===== config.mk =====
export PLATFORM = sky130hd
export DESIGN_NAME = load_unit_top
export DESIGN_NICKNAME = d
export VERILOG_FILES = /design/src/hw/mem_pkg.sv /design/src/hw/lsu_pkg.sv /design/src/hw/load_unit_top.sv /design/src/hw/load_align.sv /design/src/hw/load_queue.sv /design/src/hw/load_fifo.sv /design/src/hw/load_skid_buffer.sv
export SDC_FILE = /design/constraint.sdc
export NUM_CORES = 1
export LEC_CHECK = 0
export ABC_AREA = 1
export BUFFER_PORTS_ARGS = -buffer_cell sky130_fd_sc_hd__buf_4
export CAP_MARGIN = 0
export CELL_PAD_IN_SITES_DETAIL_PLACEMENT = 1
export CELL_PAD_IN_SITES_GLOBAL_PLACEMENT = 2
export CORE_MARGIN = 2
export CORE_UTILIZATION = 25
export DETAILED_ROUTE_END_ITERATION = 16
export PLACE_DENSITY_LB_ADDON = 0.1
export RECOVER_POWER = 100
export SKIP_CTS_REPAIR_TIMING = 1
export SLEW_MARGIN = 20
export SYNTH_ARGS = -nofsm -noshare
export SYNTH_HDL_FRONTEND = slang
export SYNTH_SLANG_ARGS = --single-unit

===== constraint.sdc =====
create_clock -name core_clock_i -period 8.3 [get_ports core_clock_i]
set_input_delay 1.66 -clock core_clock_i [delete_from_list [all_inputs] [get_ports core_clock_i]]
set_output_delay 1.66 -clock core_clock_i [all_outputs]
set_load 0.02 [all_outputs]

===== src/hw/mem_pkg.sv =====
// Memory side types
package mem_pkg;

    typedef logic [31:0] addr_t;
    typedef logic [31:0] word_t;

    // One 64-bit word of the data array
    typedef logic [63:0] dword_t;

    typedef logic [3:0] byte_mask_t;

    // Address bits 31 to 7, lines are 128 bytes
    typedef logic [24:0] line_addr_t;

    // Address bits 11 to 3 index the array
    typedef logic [8:0] ram_addr_t;

    // Set in the address for uncached I/O space
    localparam int IO_ADDR_BIT = 31;

    // Refill uses a line base, I/O uses the load address
    typedef struct packed {
        addr_t addr;
        logic  uncached;
    } mem_req_t;

endpackage

===== src/hw/lsu_pkg.sv =====
// Load instruction types
package lsu_pkg;

    typedef logic [5:0] rob_tag_t;

    // Register 0 is never written
    typedef logic [5:0] preg_t;

    // Low two bits give the size, bit 2 selects zero extension
    typedef logic [2:0] load_op_t;

    // Compared with the low bits of rob_tag_t
    typedef logic [4:0] oldest_tag_t;

    localparam logic [1:0] SIZE_BYTE = 2'd0;
    localparam logic [1:0] SIZE_HALF = 2'd1;
    localparam int OP_UNSIGNED = 2;

    typedef struct packed {
        rob_tag_t            rob;
        load_op_t            op;
        mem_pkg::addr_t      addr;
        preg_t               dest;
        mem_pkg::byte_mask_t mask;
    } load_req_t;

    typedef struct packed {
        rob_tag_t       rob;
        preg_t          dest;
        mem_pkg::word_t data;
        logic           wr_en;
    } load_wb_t;

    // Between the array read and the writeback register
    typedef struct packed {
        logic                valid;
        rob_tag_t            rob;
        preg_t               dest;
        load_op_t            op;
        logic [2:0]          addr_lo;
        logic                io;
        mem_pkg::byte_mask_t fwd_mask;
        // Forwarded bytes, or the whole I/O word
        mem_pkg::word_t      fwd_data;
    } load_stage_t;

endpackage


===== src/hw/load_unit_top.sv =====
// Load unit top level
module load_unit_top #(
    parameter int WEAK_DEPTH   = 8,
    parameter int STRONG_DEPTH = 4
) (
    input  logic                 core_clock_i,
    input  logic                 rst_n_i,
    input  logic                 flush_i,
    input  logic                 issue_valid_i,
    input  lsu_pkg::load_req_t   issue_req_i,
    output logic                 issue_busy_o,
    input  logic                 hit_i,
    output mem_pkg::line_addr_t  line_addr_o,
    output mem_pkg::ram_addr_t   ram_addr_o,
    input  mem_pkg::dword_t      ram_data_i,
    output logic [29:0]          conflict_addr_o,
    output mem_pkg::byte_mask_t  conflict_mask_o,
    input  logic                 conflict_valid_i,
    input  logic                 conflict_ok_i,
    input  mem_pkg::word_t       conflict_data_i,
    input  lsu_pkg::oldest_tag_t oldest_tag_i,
    input  logic                 store_buf_empty_i,
    output logic                 mem_req_o,
    output mem_pkg::mem_req_t    mem_req_info_o,
    input  logic                 mem_ack_i,
    input  mem_pkg::word_t       mem_data_i,
    output logic                 wb_valid_o,
    output lsu_pkg::load_wb_t    wb_o
);
    import lsu_pkg::*;

    logic        skid_valid;
    load_req_t   skid_req;
    logic        queue_stall;
    load_stage_t stage;

    load_skid_buffer u_skid (
        .core_clock_i (core_clock_i),
        .rst_n_i      (rst_n_i),
        .flush_i      (flush_i),
        .in_valid_i   (issue_valid_i),
        .in_req_i     (issue_req_i),
        .stall_i      (queue_stall),
        .busy_o       (issue_busy_o),
        .out_valid_o  (skid_valid),
        .out_req_o    (skid_req)
    );

    load_queue #(
        .WEAK_DEPTH   (WEAK_DEPTH),
        .STRONG_DEPTH (STRONG_DEPTH)
    ) u_queue (
        .core_clock_i      (core_clock_i),
        .rst_n_i           (rst_n_i),
        .flush_i           (flush_i),
        .in_valid_i        (skid_valid),
        .in_req_i          (skid_req),
        .stall_o           (queue_stall),
        .hit_i             (hit_i),
        .line_addr_o       (line_addr_o),
        .ram_addr_o        (ram_addr_o),
        .conflict_addr_o   (conflict_addr_o),
        .conflict_mask_o   (conflict_mask_o),
        .conflict_valid_i  (conflict_valid_i),
        .conflict_ok_i     (conflict_ok_i),
        .conflict_data_i   (conflict_data_i),
        .oldest_tag_i      (oldest_tag_i),
        .store_buf_empty_i (store_buf_empty_i),
        .mem_req_o         (mem_req_o),
        .mem_req_info_o    (mem_req_info_o),
        .mem_ack_i         (mem_ack_i),
        .mem_data_i        (mem_data_i),
        .stage_o           (stage)
    );

    load_align u_align (
        .core_clock_i (core_clock_i),
        .rst_n_i      (rst_n_i),
        .flush_i      (flush_i),
        .stage_i      (stage),
        .ram_data_i   (ram_data_i),
        .wb_valid_o   (wb_valid_o),
        .wb_o         (wb_o)
    );

endmodule


===== src/hw/load_align.sv =====
// Load data alignment and writeback
module load_align (
    input  logic                 core_clock_i,
    input  logic                 rst_n_i,
    input  logic                 flush_i,
    input  lsu_pkg::load_stage_t stage_i,
    input  mem_pkg::dword_t      ram_data_i,
    output logic                 wb_valid_o,
    output lsu_pkg::load_wb_t    wb_o
);
    import lsu_pkg::*;
    import mem_pkg::*;

    word_t      half_word;
    word_t      merged;
    word_t      src;
    word_t      value;
    logic [1:0] lane;
    logic [7:0] sel_byte;
    logic [15:0] sel_half;
    logic       sign_ext;

    logic     wr_en_q;
    rob_tag_t rob_q;
    preg_t    dest_q;
    word_t    data_q;

    assign half_word = stage_i.addr_lo[2] ? ram_data_i[63:32] : ram_data_i[31:0];

    // Store buffer bytes win over array bytes
    always_comb begin
        for (int b = 0; b < 4; b++) begin
            merged[8*b +: 8] = stage_i.fwd_mask[b] ? stage_i.fwd_data[8*b +: 8]
                                                   : half_word[8*b +: 8];
        end
    end

    assign src = stage_i.io ? stage_i.fwd_data : merged;

    // I/O data already sits in the low bits
    assign lane     = stage_i.io ? 2'b00 : stage_i.addr_lo[1:0];
    assign sel_byte = src[8*lane +: 8];
    assign sel_half = lane[1] ? src[31:16] : src[15:0];
    assign sign_ext = !stage_i.op[OP_UNSIGNED];

    always_comb begin
        case (stage_i.op[1:0])
            SIZE_BYTE: value = {{24{sign_ext && sel_byte[7]}}, sel_byte};
            SIZE_HALF: value = {{16{sign_ext && sel_half[15]}}, sel_half};
            default:   value = src;
        endcase
    end

    always_ff @(posedge core_clock_i) begin
        if (!rst_n_i || flush_i) begin
            wb_valid_o <= 1'b0;
            wr_en_q    <= 1'b0;
        end else begin
            wb_valid_o <= stage_i.valid;
            wr_en_q    <= stage_i.valid && (stage_i.dest != '0);
        end
        rob_q  <= stage_i.rob;
        dest_q <= stage_i.dest;
        data_q <= value;
    end

    assign wb_o = '{rob: rob_q, dest: dest_q, data: data_q, wr_en: wr_en_q};

endmodule


===== src/hw/load_queue.sv =====
// Load queue and miss handling
module load_queue #(
    parameter int WEAK_DEPTH   = 8,
    parameter int STRONG_DEPTH = 4
) (
    input  logic                  core_clock_i,
    input  logic                  rst_n_i,
    input  logic                  flush_i,
    input  logic                  in_valid_i,
    input  lsu_pkg::load_req_t    in_req_i,
    output logic                  stall_o,
    input  logic                  hit_i,
    output mem_pkg::line_addr_t   line_addr_o,
    output mem_pkg::ram_addr_t    ram_addr_o,
    output logic [29:0]           conflict_addr_o,
    output mem_pkg::byte_mask_t   conflict_mask_o,
    input  logic                  conflict_valid_i,
    input  logic                  conflict_ok_i,
    input  mem_pkg::word_t        conflict_data_i,
    input  lsu_pkg::oldest_tag_t  oldest_tag_i,
    input  logic                  store_buf_empty_i,
    output logic                  mem_req_o,
    output mem_pkg::mem_req_t     mem_req_info_o,
    input  logic                  mem_ack_i,
    input  mem_pkg::word_t        mem_data_i,
    output lsu_pkg::load_stage_t  stage_o
);
    import lsu_pkg::*;
    import mem_pkg::*;

    typedef enum logic [1:0] {
        IDLE,
        REQ,
        RELEASE
    } mem_state_e;

    mem_state_e state_q;
    logic       req_killed_q;
    logic       miss_valid_q;
    logic       refill_done_q;
    line_addr_t miss_line_q;

    load_req_t weak_head;
    load_req_t strong_head;
    load_req_t rd_req;
    load_req_t st_req;
    logic      weak_full;
    logic      weak_empty;
    logic      strong_full;
    logic      strong_empty;

    logic in_cached;
    logic in_miss;
    logic other_line;
    logic conflict_stall;
    logic forward;
    logic mem_ack_seen;
    logic io_done;
    logic refill_ack;
    logic replay_try;
    logic replay;
    logic io_ready;
    logic accept;
    logic take_hit;
    logic push_weak;
    logic push_strong;

    // Replay owns the array port once the line is in
    assign replay_try = miss_valid_q && refill_done_q && !weak_empty;
    assign rd_req     = replay_try ? weak_head : in_req_i;

    assign line_addr_o     = rd_req.addr[31:7];
    assign ram_addr_o      = rd_req.addr[11:3];
    assign conflict_addr_o = in_req_i.addr[31:2];
    assign conflict_mask_o = in_req_i.mask;

    // A killed request finishes its handshake without effect
    assign mem_ack_seen = state_q == REQ && mem_ack_i && !req_killed_q && !flush_i;
    assign io_done      = mem_ack_seen && mem_req_info_o.uncached;
    assign refill_ack   = mem_ack_seen && !mem_req_info_o.uncached;
    assign replay       = replay_try && hit_i && !io_done && !flush_i;

    assign in_cached  = !in_req_i.addr[IO_ADDR_BIT];
    assign in_miss    = in_cached && !hit_i;
    assign other_line = miss_valid_q && (in_req_i.addr[31:7] != miss_line_q);

    // Misses cannot carry forwarded bytes, so they wait as well
    assign conflict_stall = in_cached && conflict_valid_i && (in_miss || !conflict_ok_i);
    assign forward        = conflict_valid_i && conflict_ok_i;

    assign stall_o = in_valid_i && (io_done || replay_try || conflict_stall ||
                     (in_cached ? in_miss && (weak_full || other_line) : strong_full));

    assign accept      = in_valid_i && !stall_o && !flush_i;
    assign take_hit    = accept && in_cached && hit_i;
    assign push_weak   = accept && in_miss;
    assign push_strong = accept && !in_cached;

    // I/O goes out only at the ROB head with stores drained
    assign io_ready = !strong_empty && (strong_head.rob[4:0] == oldest_tag_i) &&
                      store_buf_empty_i;

    load_fifo #(
        .DEPTH (WEAK_DEPTH),
        .T     (load_req_t)
    ) weak_queue (
        .core_clock_i (core_clock_i),
        .rst_n_i      (rst_n_i),
        .flush_i      (flush_i),
        .push_i       (push_weak),
        .push_data_i  (in_req_i),
        .pop_i        (replay),
        .full_o       (weak_full),
        .empty_o      (weak_empty),
        .head_o       (weak_head)
    );

    load_fifo #(
        .DEPTH (STRONG_DEPTH),
        .T     (load_req_t)
    ) strong_queue (
        .core_clock_i (core_clock_i),
        .rst_n_i      (rst_n_i),
        .flush_i      (flush_i),
        .push_i       (push_strong),
        .push_data_i  (in_req_i),
        .pop_i        (io_done),
        .full_o       (strong_full),
        .empty_o      (strong_empty),
        .head_o       (strong_head)
    );

    // Miss stays open until its replays have drained
    always_ff @(posedge core_clock_i) begin
        if (!rst_n_i || flush_i) begin
            miss_valid_q  <= 1'b0;
            refill_done_q <= 1'b0;
        end else if (!miss_valid_q) begin
            miss_valid_q <= push_weak;
        end else if (refill_done_q && weak_empty && !push_weak) begin
            miss_valid_q  <= 1'b0;
            refill_done_q <= 1'b0;
        end else if (refill_ack) begin
            refill_done_q <= 1'b1;
        end
    end

    always_ff @(posedge core_clock_i) begin
        if (push_weak && !miss_valid_q) begin
            miss_line_q <= in_req_i.addr[31:7];
        end
    end

    // Four-phase request, I/O served before refill
    always_ff @(posedge core_clock_i) begin
        if (!rst_n_i) begin
            state_q      <= IDLE;
            req_killed_q <= 1'b0;
        end else begin
            case (state_q)
                IDLE: begin
                    req_killed_q <= 1'b0;
                    if (!flush_i && (io_ready || (miss_valid_q && !refill_done_q))) begin
                        state_q <= REQ;
                    end
                end
                REQ: begin
                    if (flush_i) begin
                        req_killed_q <= 1'b1;
                    end
                    if (mem_ack_i) begin
                        state_q <= RELEASE;
                    end
                end
                RELEASE: begin
                    if (!mem_ack_i) begin
                        state_q <= IDLE;
                    end
                end
                default: begin
                    state_q <= IDLE;
                end
            endcase
        end
    end

    // Frozen outside IDLE
    always_ff @(posedge core_clock_i) begin
        if (state_q == IDLE) begin
            if (io_ready) begin
                mem_req_info_o <= '{addr: strong_head.addr, uncached: 1'b1};
            end else begin
                mem_req_info_o <= '{addr: {miss_line_q, 7'd0}, uncached: 1'b0};
            end
        end
    end

    assign mem_req_o = state_q == REQ;

    assign st_req = io_done ? strong_head : rd_req;

    always_ff @(posedge core_clock_i) begin
        if (!rst_n_i || flush_i) begin
            stage_o.valid <= 1'b0;
        end else begin
            stage_o.valid <= io_done || replay || take_hit;
        end
        stage_o.rob      <= st_req.rob;
        stage_o.dest     <= st_req.dest;
        stage_o.op       <= st_req.op;
        stage_o.addr_lo  <= st_req.addr[2:0];
        stage_o.io       <= io_done;
        stage_o.fwd_mask <= (forward && !replay_try && !io_done) ? in_req_i.mask : '0;
        stage_o.fwd_data <= io_done ? mem_data_i : conflict_data_i;
    end

    // Request info holds until the memory acknowledges
    assert property (@(posedge core_clock_i) disable iff (!rst_n_i)
        mem_req_o && !mem_ack_i |=> $stable(mem_req_info_o));

endmodule


===== src/hw/load_fifo.sv =====
// Load request FIFO
module load_fifo #(
    parameter int  DEPTH = 4,
    parameter type T     = lsu_pkg::load_req_t
) (
    input  logic core_clock_i,
    input  logic rst_n_i,
    input  logic flush_i,
    input  logic push_i,
    input  T     push_data_i,
    input  logic pop_i,
    output logic full_o,
    output logic empty_o,
    output T     head_o
);
    localparam int AW = $clog2(DEPTH);

    T mem_q [DEPTH];

    // Extra top bit tells full from empty
    logic [AW:0] wr_ptr_q;
    logic [AW:0] rd_ptr_q;

    always_ff @(posedge core_clock_i) begin
        if (!rst_n_i || flush_i) begin
            wr_ptr_q <= '0;
            rd_ptr_q <= '0;
        end else begin
            if (push_i) begin
                wr_ptr_q <= wr_ptr_q + 1'b1;
            end
            if (pop_i) begin
                rd_ptr_q <= rd_ptr_q + 1'b1;
            end
        end
    end

    always_ff @(posedge core_clock_i) begin
        if (push_i) begin
            mem_q[wr_ptr_q[AW-1:0]] <= push_data_i;
        end
    end

    assign empty_o = wr_ptr_q == rd_ptr_q;
    assign full_o  = (wr_ptr_q[AW] != rd_ptr_q[AW]) &&
                     (wr_ptr_q[AW-1:0] == rd_ptr_q[AW-1:0]);
    assign head_o  = mem_q[rd_ptr_q[AW-1:0]];

    // Callers gate push and pop on the flags
    assert property (@(posedge core_clock_i) disable iff (!rst_n_i)
        !(push_i && full_o) && !(pop_i && empty_o));

endmodule


===== src/hw/load_skid_buffer.sv =====
// Load issue skid buffer
module load_skid_buffer (
    input  logic               core_clock_i,
    input  logic               rst_n_i,
    input  logic               flush_i,
    input  logic               in_valid_i,
    input  lsu_pkg::load_req_t in_req_i,
    input  logic               stall_i,
    output logic               busy_o,
    output logic               out_valid_o,
    output lsu_pkg::load_req_t out_req_o
);
    import lsu_pkg::*;

    logic      full_q;
    load_req_t held_q;

    // Capture on stall, release once the queue takes it
    always_ff @(posedge core_clock_i) begin
        if (!rst_n_i || flush_i) begin
            full_q <= 1'b0;
        end else if (!full_q) begin
            full_q <= in_valid_i && stall_i;
        end else if (!stall_i) begin
            full_q <= 1'b0;
        end
    end

    always_ff @(posedge core_clock_i) begin
        if (!full_q) begin
            held_q <= in_req_i;
        end
    end

    // Held load goes first, issue waits on busy
    assign busy_o      = full_q;
    assign out_valid_o = full_q || in_valid_i;
    assign out_req_o   = full_q ? held_q : in_req_i;

endmodule


==> results.txt <==
----------------------------------------------------
[Status]
  Result of the run ... finished, violations left
  Violations in the final reports ... capacitance limit, slew limit

[Drt]
  Drt initial violations ... approximately 1200
  Post-route ant nets ... 0
  Residual DRC ... 0
  DRT Wirelength ... around 110000 um
  Via count ... 21940
  First-pass iteration count of the detailed router ... 5
  Wirelength per Cell ... around 23 um
  Avg Vias per Cell ... between 4 and 5

[Power]
  Share of total power in sequential cells ... between 40% and 50%
  Design Power ... 9.061 mW
  Combinational group share of total power ... under 10%
  Pwr/cell area ... about 240 nW/um^2
  Cell internal power dissipation ... approximately 7 mW
  Static leakage ... 13.75 nW
  Switching fraction of total power ... a little under a quarter
  Power spent charging and discharging nets ... 2.095 mW
  Maximum vdd ir drop ... 0.1478 mV
  Clock power frac ... 45.8%

[Timing]
  Post-route clock skew ... around 25 ps
  Period Utilization, post-route ... between 70% and 80%
  Unrepaired setup endpoints after global routing ... no
  Least-Margin Pin Slew ... about 3900 ps
  Final critical delay including setup and external delays ... around 6600 ps
  Hold Vio Cnt, Final ... 0
  Post-Route Setup TNS ... 0 ps
  Fin worst setup slack ... around 1700 ps
  Worst slew slack as a fraction of its limit ... -157.5%
  # setup viols final ... 0
  Highest achievable clock rate ... around 150 MHz
  Max-slew violation count ... about 250

[Min path]
  Count of cells along the worst hold path ... 0
  Hold crit path type ... flop to flop

[Synth]
  Synthesized net count ... between 2000 and 3000
  Synth area leader ... edfxtp_1
  Area fraction of the dominant cell type after synthesis ... between 50% and 60%
  Top post-synthesis cells by area ... edfxtp_1 59%, dfxtp_1 11%, nand2_1 6.5%
  Number of storage elements in the synthesis netlist ... 800
  Fraction of the yosys area taken by sequential cells ... around 71%
  Fraction of the mapped netlist area in simple logic gates ... ~14%
  Mux share of post-synthesis cell area ... less than 1%
  Most common library cells after synthesis ... 622 x edfxtp_1, 546 x nand2_1, 437 x nor2_1
  Area share of xor/xnor cells in the synthesized design ... less than 1%
  Count leader, synth ... edfxtp_1
  Combinational family with the most area after synthesis ... simple AND/OR/NAND/NOR gates
  Number of distinct library cell variants in the gate-level netlist after synthesis ... 48
  Yosys synthesis warning count ... 0
  Post-Synth Adder-Cell Area ... less than 1%
  Post-synthesis cell area ... approximately 32000 sq um
  Mean instance size in the synthesized netlist ... roughly 11 sq um
  Gate count of the mapped netlist ... ~2800
  Top_reg_cell synth ... edfxtp_1
  Area fraction in compound gates after synthesis ... approximately 10%
  Fraction of registers with async set or reset after synthesis ... 0%
  Number of synthesized flops with an enable pin ... 622

[Place]
  Number of buffers added on ports ... approximately 340
  Post-detailed-placement half-perimeter wirelength ... between 60000 and 70000 um
  Worst slack at placement ... approximately 2800 ps
  Final weighted congestion in routability-driven placement ... roughly 0.76

[Floorplan]
  DIE HEIGHT ... between 300 and 400 um
  Area of the core ... approximately 130000 sq um
  Die area ... between 100000 and 150000 sq um
  Number of rows in the core area ... 130
  Die width ... 359.0 um
  Starting density of the core ... roughly a quarter
  I/O pins ... about 340

[Finish]
  Final standard cell utilization of the core ... 30.45%
  Footprint of the multi-input gates ... between 7000 and 8000 sq um
  Reg area ... ~22000 sq um
  Area growth syn-to-layout ... 21.18%
  Ratio of cells with drive above 1 in the final layout ... between 10% and 20%
  Final-layout fill cell count ... around 14000
  Number of nets in the final layout ... 3269

[Job]
  Total of max-cap violations ... 6

[Clock network]
  Clk Tree Root Cell ... clkbuf_16
  CTS Sinks ... 800
  Cts bufs inserted ... 95
  Number of buffers on the longest clock path ... 3
  Clock insertion delay at the later pin of the skew report ... 680 ps
  Clock tree from TritonCTS ... yes
  Clock transition time at the flip-flop clock pins of the worst setup and hold paths ... ~60 ps
  # H-tree levels ... 3

[Worst setup path]
  Critical path required time ... between 6000 and 7000 ps
  Worst path arrival time ... 4980 ps
  Critical-path maximum fanout ... 31
  Critical path type ... flop to output pin
  CP startpoint kind ... flop
  Setup crit end kind ... output pin
  Cells on worst reg2reg path ... 16

[GRT]
  GRT Total Usage ... around 17%
  Overall overflow remaining after global route ... 0
  Via count of the first global-routing pass ... between 20000 and 25000
  Pin count of the biggest net entering global routing ... ~100
  Wire length of the first global-routing pass ... approximately 160000 um
  Initial antenna violation count ... 15

----------------------------------------------------
routing by layer:
metal | global-route usage, % | wire [um]
met5 | 0 | 16
met4 | 4.848 | 2683
met3 | 2.824 | 3981
met2 | 29.47 | 55340
met1 | 21.18 | 48350
metrics by stage:
step                      area (sq um)  hold slack [ps]  std cells
after floorplan                  31510            309.6       2759
after global placement           35800            317.2       4619
after detailed placement         35820            314.3       4620
after CTS                        38910            328.8       4797
after global routing             38190            338.1       4808
final                            38190            328.3       4809
state kept, by name, summed over array words and instances (netlist names), named ones only:
name and count:
u_queue.weak_queue.mem_q 376, u_queue.strong_queue.mem_q 188, u_queue.stage_o 56, u_skid.held_q 51
u_queue.mem_req_info_o 33, u_align.data_q 32, u_queue.miss_line_q 25, u_align.dest_q 6
u_align.rob_q 6, u_queue.weak_queue.rd_ptr_q 4, u_queue.weak_queue.wr_ptr_q 4, u_queue.strong_queue.rd_ptr_q 3
u_queue.strong_queue.wr_ptr_q 3, u_queue.state_q 2, u_align.wb_valid_o 1, u_align.wr_en_q 1
u_queue.miss_valid_q 1, u_queue.refill_done_q 1, u_queue.req_killed_q 1, u_skid.busy_o 1
placed cells by master (no fill, tap or decap), types with 76 or more instances in the layout:
cell type  synthesis  final
nor2_1           437    431
clkbuf_16          0     97
edfxtp_1         622    622
o32ai_1           76     76
inv_1            104    104
clkbuf_1         114    189
o21ai_0          276    279
nand2_1          546    549
dfxtp_1          178    174
buf_4             44    226
area by class of cell:
type / instances / area share [%]
flip-flops and latches: 800 / 58.27
multi-input cells: 1653 / 20.72
clock buffers: 117 / 6.736
repair buffers: 405 / 6.310
well taps: 1650 / 5.406
clock inverters: 60 / 1.356
inverters: 114 / 1.140
diodes: 10 / 0.06553
power by group through the flow:
stage / sequential (mW) / clock [mW] / combinational [mW]
after floorplan: 4.54 / 0 / 0.215
after global placement: 4.52 / 0 / 0.541
after detailed placement: 4.52 / 0 / 0.549
after CTS: 4.43 / 4.27 / 0.551
after global routing: 4.44 / 4.42 / 0.532
final: 4.43 / 4.15 / 0.483
cell families (layout without fill, tap and decap cells):
kind of cell,Yosys count,in the layout
multiplexers,21,21
other,0,10
adder cells (fa/ha/maj),7,7
flip-flops,800,800
AO/OA/AOI/OAI,521,521
buffers and inverters,306,696
AND/OR/NAND/NOR,1092,1092
XOR/XNOR,12,12
worst paths after layout:
| kind | start | to | slack [ps] |
|---|---|---|---|
| max reg2reg | u_skid.busy_o | u_queue.weak_queue.mem_q[7][28] | 1940 |
| min reg2reg | u_queue.stage_o[54] | u_align.rob_q[5] | 330 |
| min | u_queue.stage_o[54] | u_align.rob_q[5] | 330 |
| max | u_queue.weak_queue.wr_ptr_q[2] | line_addr_o[24] | 1660 |
critical path, cell delays in order, from the launching register on:
cell and delay (ps):
dfxtp_1 570, inv_1 220, nand2_1 100, nand3_1 80
nor2_1 160, nand2_1 110, nand3_2 260, clkinvlp_2 1280
buf_4 710, a31oi_1 500, clkbuf_1 290
Power figures use the tool's default switching activity.
